File: src/verilog/periph_pkg.sv
package periph_pkg;

	localparam int ADDR_W = 32;
	localparam int DATA_W = 32;
	localparam int STRB_W = 4;
	localparam int ID_W   = 4;

	typedef enum logic [1:0] {
		RESP_OKAY   = 2'd0,
		RESP_SLVERR = 2'd2
	} axi_resp_e;

	typedef enum logic [1:0] {
		ST_IDLE,
		ST_SETUP,	// decode cycle that raises psel in window
		ST_ACCESS,
		ST_RESP
	} bridge_state_e;

	// offsets inside the 4K APB window
	typedef enum logic [11:0] {
		REG_LED    = 12'h000,
		REG_STATUS = 12'h004
	} led_reg_e;

	// aw and w merged into one beat
	typedef struct packed {
		logic [ID_W-1:0]   id;
		logic [ADDR_W-1:0] addr;
		logic [DATA_W-1:0] data;
		logic [STRB_W-1:0] strb;
	} axi_wr_req_t;

	typedef struct packed {
		logic [ID_W-1:0]   id;
		logic [ADDR_W-1:0] addr;
	} axi_rd_req_t;

	typedef struct packed {
		logic [ID_W-1:0] id;
		axi_resp_e       resp;
	} axi_b_t;

	typedef struct packed {
		logic [ID_W-1:0]   id;
		logic [DATA_W-1:0] data;
		axi_resp_e         resp;
	} axi_r_t;

	typedef struct packed {
		logic              sel;
		logic              enable;
		logic              write;
		logic [ADDR_W-1:0] addr;
		logic [DATA_W-1:0] wdata;
		logic [STRB_W-1:0] strb;
	} apb_req_t;

	typedef struct packed {
		logic              ready;
		logic [DATA_W-1:0] rdata;
		logic              slverr;
	} apb_rsp_t;

endpackage

File: src/verilog/axi_apb_bridge.sv
`timescale 1ns/1ps

module axi_apb_bridge #(
	parameter logic [periph_pkg::ADDR_W-1:0] APB_BASE = 32'hBF00_0000,
	parameter logic [periph_pkg::ADDR_W-1:0] APB_END  = 32'hBF00_0FFF
) (
	input  logic                    clk,
	input  logic                    arst_n,

	input  periph_pkg::axi_wr_req_t wr_req,
	input  logic                    wr_valid,
	output logic                    wr_ready,

	input  periph_pkg::axi_rd_req_t rd_req,
	input  logic                    rd_valid,
	output logic                    rd_ready,

	output periph_pkg::axi_b_t      b,
	output logic                    b_valid,
	input  logic                    b_ready,

	output periph_pkg::axi_r_t      r,
	output logic                    r_valid,
	input  logic                    r_ready,

	output periph_pkg::apb_req_t    apb_req,
	input  periph_pkg::apb_rsp_t    apb_rsp
);

	periph_pkg::bridge_state_e      state;
	logic                           ready_q;
	logic                           psel_q;
	logic                           penable_q;

	logic                           write_q;
	logic [periph_pkg::ID_W-1:0]    id_q;
	logic [periph_pkg::ADDR_W-1:0]  addr_q;
	logic [periph_pkg::DATA_W-1:0]  wdata_q;
	logic [periph_pkg::STRB_W-1:0]  strb_q;
	logic [periph_pkg::DATA_W-1:0]  rdata_q;
	periph_pkg::axi_resp_e          resp_q;

	logic                           wr_take;
	logic                           rd_take;
	logic                           in_win;
	logic                           rsp_take;
	logic                           apb_done;

	assign wr_ready = ready_q;
	assign rd_ready = ready_q & ~wr_valid;	// write wins a tie
	assign wr_take  = wr_valid & ready_q;
	assign rd_take  = rd_valid & rd_ready;

	assign in_win   = (addr_q >= APB_BASE) && (addr_q <= APB_END);
	assign apb_done = penable_q & apb_rsp.ready;
	assign rsp_take = write_q ? b_ready : r_ready;

	always_ff @(posedge clk or negedge arst_n) begin
		if (!arst_n) begin
			state     <= periph_pkg::ST_IDLE;
			ready_q   <= 1'b0;
			psel_q    <= 1'b0;
			penable_q <= 1'b0;
		end else begin
			case (state)
				periph_pkg::ST_IDLE: begin
					ready_q <= ~(wr_take | rd_take);
					if (wr_take | rd_take)
						state <= periph_pkg::ST_SETUP;
				end
				periph_pkg::ST_SETUP: begin
					if (in_win) begin
						psel_q <= 1'b1;
						state  <= periph_pkg::ST_ACCESS;
					end else begin
						state  <= periph_pkg::ST_RESP;	// no apb cycle
					end
				end
				periph_pkg::ST_ACCESS: begin
					if (!penable_q) begin
						penable_q <= 1'b1;
					end else if (apb_rsp.ready) begin
						psel_q    <= 1'b0;
						penable_q <= 1'b0;
						state     <= periph_pkg::ST_RESP;
					end
				end
				periph_pkg::ST_RESP: begin
					if (rsp_take) begin
						state   <= periph_pkg::ST_IDLE;
						ready_q <= 1'b1;
					end
				end
				default: state <= periph_pkg::ST_IDLE;
			endcase
		end
	end

	// request and response payload
	always_ff @(posedge clk) begin
		if (wr_take) begin
			id_q    <= wr_req.id;
			addr_q  <= wr_req.addr;
			wdata_q <= wr_req.data;
			strb_q  <= wr_req.strb;
			write_q <= 1'b1;
		end else if (rd_take) begin
			id_q    <= rd_req.id;
			addr_q  <= rd_req.addr;
			wdata_q <= '0;
			strb_q  <= '0;
			write_q <= 1'b0;
		end

		if (state == periph_pkg::ST_SETUP && !in_win) begin
			resp_q  <= periph_pkg::RESP_SLVERR;
			rdata_q <= '0;
		end else if (state == periph_pkg::ST_ACCESS && apb_done) begin
			resp_q  <= apb_rsp.slverr ? periph_pkg::RESP_SLVERR : periph_pkg::RESP_OKAY;
			rdata_q <= write_q ? '0 : apb_rsp.rdata;
		end
	end

	assign apb_req.sel    = psel_q;
	assign apb_req.enable = penable_q;
	assign apb_req.write  = write_q;
	assign apb_req.addr   = addr_q;
	assign apb_req.wdata  = wdata_q;
	assign apb_req.strb   = strb_q;

	assign b_valid = (state == periph_pkg::ST_RESP) & write_q;
	assign r_valid = (state == periph_pkg::ST_RESP) & ~write_q;

	assign b.id    = id_q;
	assign b.resp  = resp_q;
	assign r.id    = id_q;
	assign r.data  = rdata_q;
	assign r.resp  = resp_q;

endmodule

File: src/verilog/led_regs.sv
`timescale 1ns/1ps

module led_regs #(
	parameter int LED_W = 3
) (
	input  logic                 clk,
	input  logic                 arst_n,

	input  periph_pkg::apb_req_t apb_req,
	output periph_pkg::apb_rsp_t apb_rsp,

	input  logic                 calib_done,
	output logic [LED_W-1:0]     led_ctrl
);

	logic [LED_W-1:0] led_q;
	logic [11:0]      offset;
	logic             access;
	logic             led_wr;

	assign offset = apb_req.addr[11:0];	// window is 4K aligned
	assign access = apb_req.sel & apb_req.enable;

	// byte 0 strobe gates the led bits
	assign led_wr = access & apb_req.write & apb_req.strb[0] &
	                (offset == periph_pkg::REG_LED);

	always_ff @(posedge clk or negedge arst_n) begin
		if (!arst_n)
			led_q <= '0;
		else if (led_wr)
			led_q <= apb_req.wdata[LED_W-1:0];
	end

	always_comb begin
		apb_rsp.ready  = 1'b1;	// one access cycle
		apb_rsp.slverr = 1'b0;
		apb_rsp.rdata  = '0;
		if (access) begin
			case (offset)
				periph_pkg::REG_LED: begin
					apb_rsp.rdata[LED_W-1:0] = led_q;
				end
				periph_pkg::REG_STATUS: begin
					apb_rsp.rdata[0] = calib_done;	// writes dropped
				end
				default: begin
					apb_rsp.slverr = 1'b1;
				end
			endcase
		end
	end

	assign led_ctrl = led_q;

endmodule

File: src/verilog/periph_top.sv
`timescale 1ns/1ps

module periph_top #(
	parameter logic [periph_pkg::ADDR_W-1:0] APB_BASE = 32'hBF00_0000,
	parameter logic [periph_pkg::ADDR_W-1:0] APB_END  = 32'hBF00_0FFF,
	parameter int                            LED_W    = 3
) (
	input  logic                    clk,
	input  logic                    arst_n,

	input  periph_pkg::axi_wr_req_t wr_req,
	input  logic                    wr_valid,
	output logic                    wr_ready,
	input  periph_pkg::axi_rd_req_t rd_req,
	input  logic                    rd_valid,
	output logic                    rd_ready,

	output periph_pkg::axi_b_t      b,
	output logic                    b_valid,
	input  logic                    b_ready,
	output periph_pkg::axi_r_t      r,
	output logic                    r_valid,
	input  logic                    r_ready,

	input  logic                    calib_done,
	output logic [LED_W:0]          led
);

	periph_pkg::apb_req_t apb_req;
	periph_pkg::apb_rsp_t apb_rsp;
	logic [LED_W-1:0]     led_ctrl;

	axi_apb_bridge #(
		.APB_BASE	(APB_BASE	),
		.APB_END	(APB_END	)
	) u_bridge (
		.clk		(clk		),
		.arst_n		(arst_n		),
		.wr_req		(wr_req		),
		.wr_valid	(wr_valid	),
		.wr_ready	(wr_ready	),
		.rd_req		(rd_req		),
		.rd_valid	(rd_valid	),
		.rd_ready	(rd_ready	),
		.b			(b			),
		.b_valid	(b_valid	),
		.b_ready	(b_ready	),
		.r			(r			),
		.r_valid	(r_valid	),
		.r_ready	(r_ready	),
		.apb_req	(apb_req	),
		.apb_rsp	(apb_rsp	)
	);

	led_regs #(
		.LED_W		(LED_W		)
	) u_led_regs (
		.clk		(clk		),
		.arst_n		(arst_n		),
		.apb_req	(apb_req	),
		.apb_rsp	(apb_rsp	),
		.calib_done	(calib_done	),
		.led_ctrl	(led_ctrl	)
	);

	assign led = {calib_done, led_ctrl};	// top led shows ddr calibration

endmodule
File: config.mk
export PLATFORM = sky130hd
export DESIGN_NAME = periph_top
export DESIGN_NICKNAME = d
export VERILOG_FILES = /design/src/verilog/periph_pkg.sv /design/src/verilog/axi_apb_bridge.sv /design/src/verilog/led_regs.sv /design/src/verilog/periph_top.sv
export SDC_FILE = /design/constraint.sdc
export NUM_CORES = 1
export LEC_CHECK = 0
export CORE_ASPECT_RATIO = 0.8
export CORE_MARGIN = 2
export CORE_UTILIZATION = 49
export CTS_CLUSTER_DIAMETER = 30
export CTS_CLUSTER_SIZE = 30
export DETAILED_ROUTE_END_ITERATION = 7
export DONT_BUFFER_PORTS = 1
export GPL_TIMING_DRIVEN = 0
export MAX_ROUTING_LAYER = met4
export PLACE_DENSITY_LB_ADDON = 0.3
export SYNTH_ARGS = -nofsm -noshare
export SYNTH_HDL_FRONTEND = slang
export SYNTH_SLANG_ARGS = --single-unit
export TNS_END_PERCENT = 5
File: constraint.sdc
create_clock -name clk -period 5.5 [get_ports clk]
set_input_delay 0.825 -clock clk [delete_from_list [all_inputs] [get_ports clk]]
set_output_delay 0.825 -clock clk [all_outputs]
set_load 0.02 [all_outputs]
After elaboration in Yosys (flattened, before gate mapping)
Index checks and enable logic that the tools add are counted.

Magnitude comparators: 2. Eq/ne operators: 8. Mux-type cells: 26. Bitwise gates (word level): 13. Reductions and logical operators: 13.

Operators with widths (count): two-way mux 32 bit (2); greater-or-equal comparator 32 bit (second input constant) (1); less-or-equal comparator 32 bit (second input constant) (1); equality test 12 x 3 -> 1 bit (second input constant) (1); zero test 12 bit (1); two-way mux 4 bit (3); two-way mux 2 bit (5); AND 1 bit (9); two-way mux 1 bit (9); two-way mux 3 bit (3); inequality test 2 x 1 -> 1 bit (second input constant) (4); one-hot mux 2 bit (4 select lines) (1); one-hot mux 1 bit (2 select lines) (3); AND reduction 3 bit (2); nonzero test 2 bit (3); equality test 2 bit (second input constant) (2); logical AND 1 bit (3); inverter 1 bit (3); equality test 2 x 1 -> 1 bit (second input constant) (1); zero test 2 bit (1); AND reduction 2 bit (1); OR reduction 2 bit (1); zero test 1 bit (1); bitwise OR 1 bit (1).

Register bits after elaboration: 83. Bits of input ports: 115. Output and inout port bits: 52. Word-level logic and storage cells: 74.

Logic depth before layout (Yosys ltp)
Depth after elaboration: 6. Mapped depth: 6. Depth with buffers taken out: 6.

Modules after synthesis
Synthesis repeated with hierarchy kept, for this count alone.

Cell total of the unflattened synthesis: 413. Area total of the unflattened synthesis: 5064.9 µm².

By module, submodules not included: axi_apb_bridge (times used 1, cells an instance 360, area an instance 4599.4 µm²); led_regs (times used 1, cells an instance 52, area an instance 457.9 µm²); periph_top (times used 1, cells an instance 1, area an instance 7.5 µm²).

Worst setup path before layout
Ideal clock, no wire load.

Path kind: input to register. Start point: in wr_valid. End point: reg u_bridge.addr_q[0] in the netlist's numbering (enable). Setup time: 0.394 ns. Arrival: 1.759 ns. Data required time: 5.106 ns. Setup slack: 3.347 ns. Stages: 2. Buffers on the path: 0. Cells stage by stage: o21ai_0 inv_1.

Longest elaborated chain between the ends: 4. Elaborated cells between the ends (all ways): 5. Classes of those cells: bitwise: 4; reduce/logical: 1.

Ends and longest elaborated chain: start, declared (RTL line periph_top.sv:12) `input logic wr_valid,`; inverter 1 bit (RTL line axi_apb_bridge.sv:50) `assign rd_ready = ready_q & ~wr_valid;`; AND 1 bit (RTL line axi_apb_bridge.sv:50); AND 1 bit (RTL line axi_apb_bridge.sv:52) `assign rd_take = rd_valid & rd_ready;`; nonzero test 2 bit (no source line) *; end signal, assigned (RTL line axi_apb_bridge.sv:103) `addr_q <= wr_req.addr;`; end signal, assigned (RTL line axi_apb_bridge.sv:109) `addr_q <= rd_req.addr;`; end, declared (RTL line axi_apb_bridge.sv:37) `logic [periph_pkg::ADDR_W-1:0] addr_q;`.

Every way passes the cells marked *; elsewhere a longest branch is shown, timed or not. A chain may end at the register's enable or synchronous reset.

Final worst setup path
Start point: reg u_bridge.ready_q (netlist: u_bridge.wr_ready). End point: out rd_ready.

Longest elaborated chain between the ends: 1.

Ends and longest elaborated chain: start, declared (RTL line axi_apb_bridge.sv:31) `logic ready_q;`; start signal, assigned (RTL line axi_apb_bridge.sv:67) `ready_q <= ~(wr_take | rd_take);`; AND 1 bit (RTL line axi_apb_bridge.sv:50); end, declared (RTL line periph_top.sv:16) `output logic rd_ready,`.

No other way between the ends.

==> run metrics <==
status=complete, no violations; Skew-Pair Late Insertion Delay=0.31 ns; CTS Buffer Depth=2; CP max stage delay=0.47 ns; Cells after Synth=204; synthesized cell area=2730 µm²; initial antenna violation count=0; drt initial violations=35; P_leak=0.00126 µW; via count=1539; final setup margin=3.18 ns; register bit total from synthesis=53; Startpoint Class=flip-flop; maximum number of pins on one net before global-route repair=41; area delta synth->final=10.3%; # IOs=167; Main synth FF type=edfxtp_1; cell-internal power=826 µW; Placed Cells=299; clk sink count=53; layout net count=360; Max-slew headroom=45.8%; crit share post-route=42.2%; Die Width=87.5 µm; ant diodes=0; RePlAce Congestion=0.762; final core utilization=55.7%; worst path bufs/invs=1; Setup Buffers After CTS=0; Least-Margin Pin Slew=0.812 ns; placed instance area=2920 µm²; Hold-fix buffers, CTS=0; number of global-route vias before repair=1496; Comb pwr share=31.6%; CP top delay family=flip-flops; port bufs=0; Sum Neg Setup Slack=0 ns; RSZ-0062 raised after global routing=false; Final Hold Fails=0; Slew Viols, Final=0; # setup viols final=0; share of cells above drive strength 1=37.2%; Finished Cell Area=3010 µm²; H-Tree Depth=2; drt pass-1 iters=4; Arr. time, crit path=1.50 ns; initial core utilization=50.5%; Residual DRC=0; clock tree from TritonCTS=done; Pwr Density=411 nW/µm²; Die Height=70.8 µm; worst vdd ir=0.000173 V; Clock transition at path regs=0.09 ns; Setup Skew=0.00686 ns; Synth Area per Inst=13.4 µm²; first-pass GRT wire length=7130 µm; pre-CTS WS=3.18 ns; Layout Cells excl Fill=307; Tmin final=2.32 ns; hold crit path type=in2async; Worst setup EP type=output port; Post-CTS Resized=0; Synth async-reset ratio=15.1%; CP max stage cell=dfrtp_1; Core ar.=5410 µm²; max cap viols=0; Crit Path Category=reg2out; TritonCTS Buffers=5; fillers=473; DR WL/cell=15.2 µm; Total GRT Usage=15.9%; Achievable Freq=431 MHz; top fanout value on the critical path=10; Warnings, synthesis=0; vias per std cell=5.01; hpwl dp=3640 µm; die area=6190 µm²; Sw Share=33.2%; Post-synth EDFFs=40; synth unique cells=42; antenna viol nets, final=0; wirelength, routed=4660 µm; cell row count=24; root buffer cell=clkbuf_8; Seq pwr share=50.9%; worst path cell trace=clkbuf_1 > nor2b_1; Switching Power=411 µW; GR Overflow Total=0; clock power share=17.4%; sequential area share after synthesis=55.0%; Required @ worst endpoint=4.68 ns
[state kept, by name, summed over array words and instances (netlist names), 2 cells and up]
name                 cells
u_bridge.rdata_q         3
u_bridge.id_q            4
u_bridge.wdata_q         3
u_bridge.addr_q         32
u_led_regs.led_ctrl      3
u_bridge.state           2
[per-stage QoR]
stage          hold slack [ns]  total power (µW)
2_1_floorplan            0.439               963
3_3_place_gp             0.445              1020
3_5_place_dp             0.448              1030
4_1_cts                  0.189              1250
5_1_grt                  0.182              1310
6_report                 0.203              1240
[placed cells by master (no fill, tap or decap), drive strengths merged, types with 2 or more instances in the layout]
cell / Yosys / final
inv: 4 / 4
buf: 38 / 38
nor2: 5 / 5
mux2i: 2 / 2
mux2: 39 / 39
dfxtp: 5 / 5
nor4b: 2 / 2
nor4: 2 / 2
and3: 6 / 6
conb: 1 / 31
ha: 4 / 4
nand3b: 2 / 2
nand2: 9 / 9
edfxtp: 40 / 40
dfrtp: 8 / 8
a32oi: 2 / 2
or3: 3 / 3
a21oi: 3 / 3
o21ai: 2 / 2
clkbuf: 4 / 9
or4: 2 / 2
nor2b: 4 / 4
nor3: 3 / 3
clkinv: 0 / 3
[per-layer routing]
metal | routed length, µm | global-route usage, % | up-vias | share of wire (%)
met2 | 2230 | 25.9 | 80 | 48
met4 | 60 | 6.15 | 0 | 1.3
li1 | - | - | 753 | -
met3 | 453 | 5.48 | 5 | 9.7
met1 | 1910 | 17.9 | 701 | 41
met5 | 0 | - | - | 0
[kinds of logic (layout without fill, tap and decap cells)]
family                   count (synthesis)  in the layout  share of synthesized area (%)
flip-flops                              53             53                           55.0
other                                    1             31                          0.137
adder cells (fa/ha/maj)                  4              4                           1.83
AO/OA/AOI/OAI                           14             14                           3.90
XOR/XNOR                                 1              1                          0.321
multiplexers                            41             41                           16.8
AND/OR/NAND/NOR                         44             44                           10.3
buffers and inverters                   46             54                           11.7
[area by class of cell]
class	count	area [µm²]	share of cell area [%]
buffer	42	304	10.1
multi-input combinational	135	1020	34.0
clock buffer	5	68.8	2.29
inverter	4	15.0	0.499
sequential	53	1500	49.9
tap	65	81.3	2.70
clock inverter	3	17.5	0.582
[Yosys cell counts (2+ instances only)]
cell	number	share of area, %
edfxtp_1	40	44
buf_4	37	10
mux2_2	36	15
nand2_1	9	1.2
dfrtp_1	8	7.3
and3_1	6	1.4
dfxtp_1	5	3.7
nor2_1	5	0.69
clkbuf_1	4	0.55
ha_1	4	1.8
inv_1	4	0.55
nor2b_1	4	0.92
mux2_1	3	1.2
a21oi_1	2	0.37
a32oi_1	2	0.64
mux2i_1	2	0.73
nand3b_1	2	0.55
nor3_1	2	0.37
nor4_1	2	0.46
nor4b_1	2	0.64
o21ai_0	2	0.37
or3_4	2	0.82
or4_4	2	0.82
[power by group through the flow]
stage / sequential, µW / clock (µW) / combinational [µW]
floorplan: 626 / 0 / 336
global placement: 639 / 0 / 383
detailed placement: 641 / 0 / 393
CTS: 631 / 223 / 395
global route: 642 / 235 / 436
finish: 630 / 216 / 391
[final timing paths]
path                                           from                      to  slack, ns  cells past startpoint
max in group asynchronous                    arst_n         u_bridge.psel_q       5.23                      0
worst min register to register  u_bridge.wdata_q[0]  u_led_regs.led_ctrl[0]       0.47                      1
worst max register to register    u_bridge.wr_ready     u_bridge.addr_q[12]       3.35                      4
worst max-delay path              u_bridge.wr_ready                rd_ready       3.18                      2
min in group clk                u_bridge.wdata_q[0]  u_led_regs.led_ctrl[0]       0.47                      1
worst min-delay path                         arst_n  u_led_regs.led_ctrl[2]       0.20                      0
[worst reg2reg max path: stages (launching register included)]
cell and delay [ns]:
dfrtp_1 0.47, clkbuf_1 0.22, nand2_1 0.36, clkbuf_1 0.46, mux2_2 0.41
Note: power is estimated with default switching activity, not from simulation.
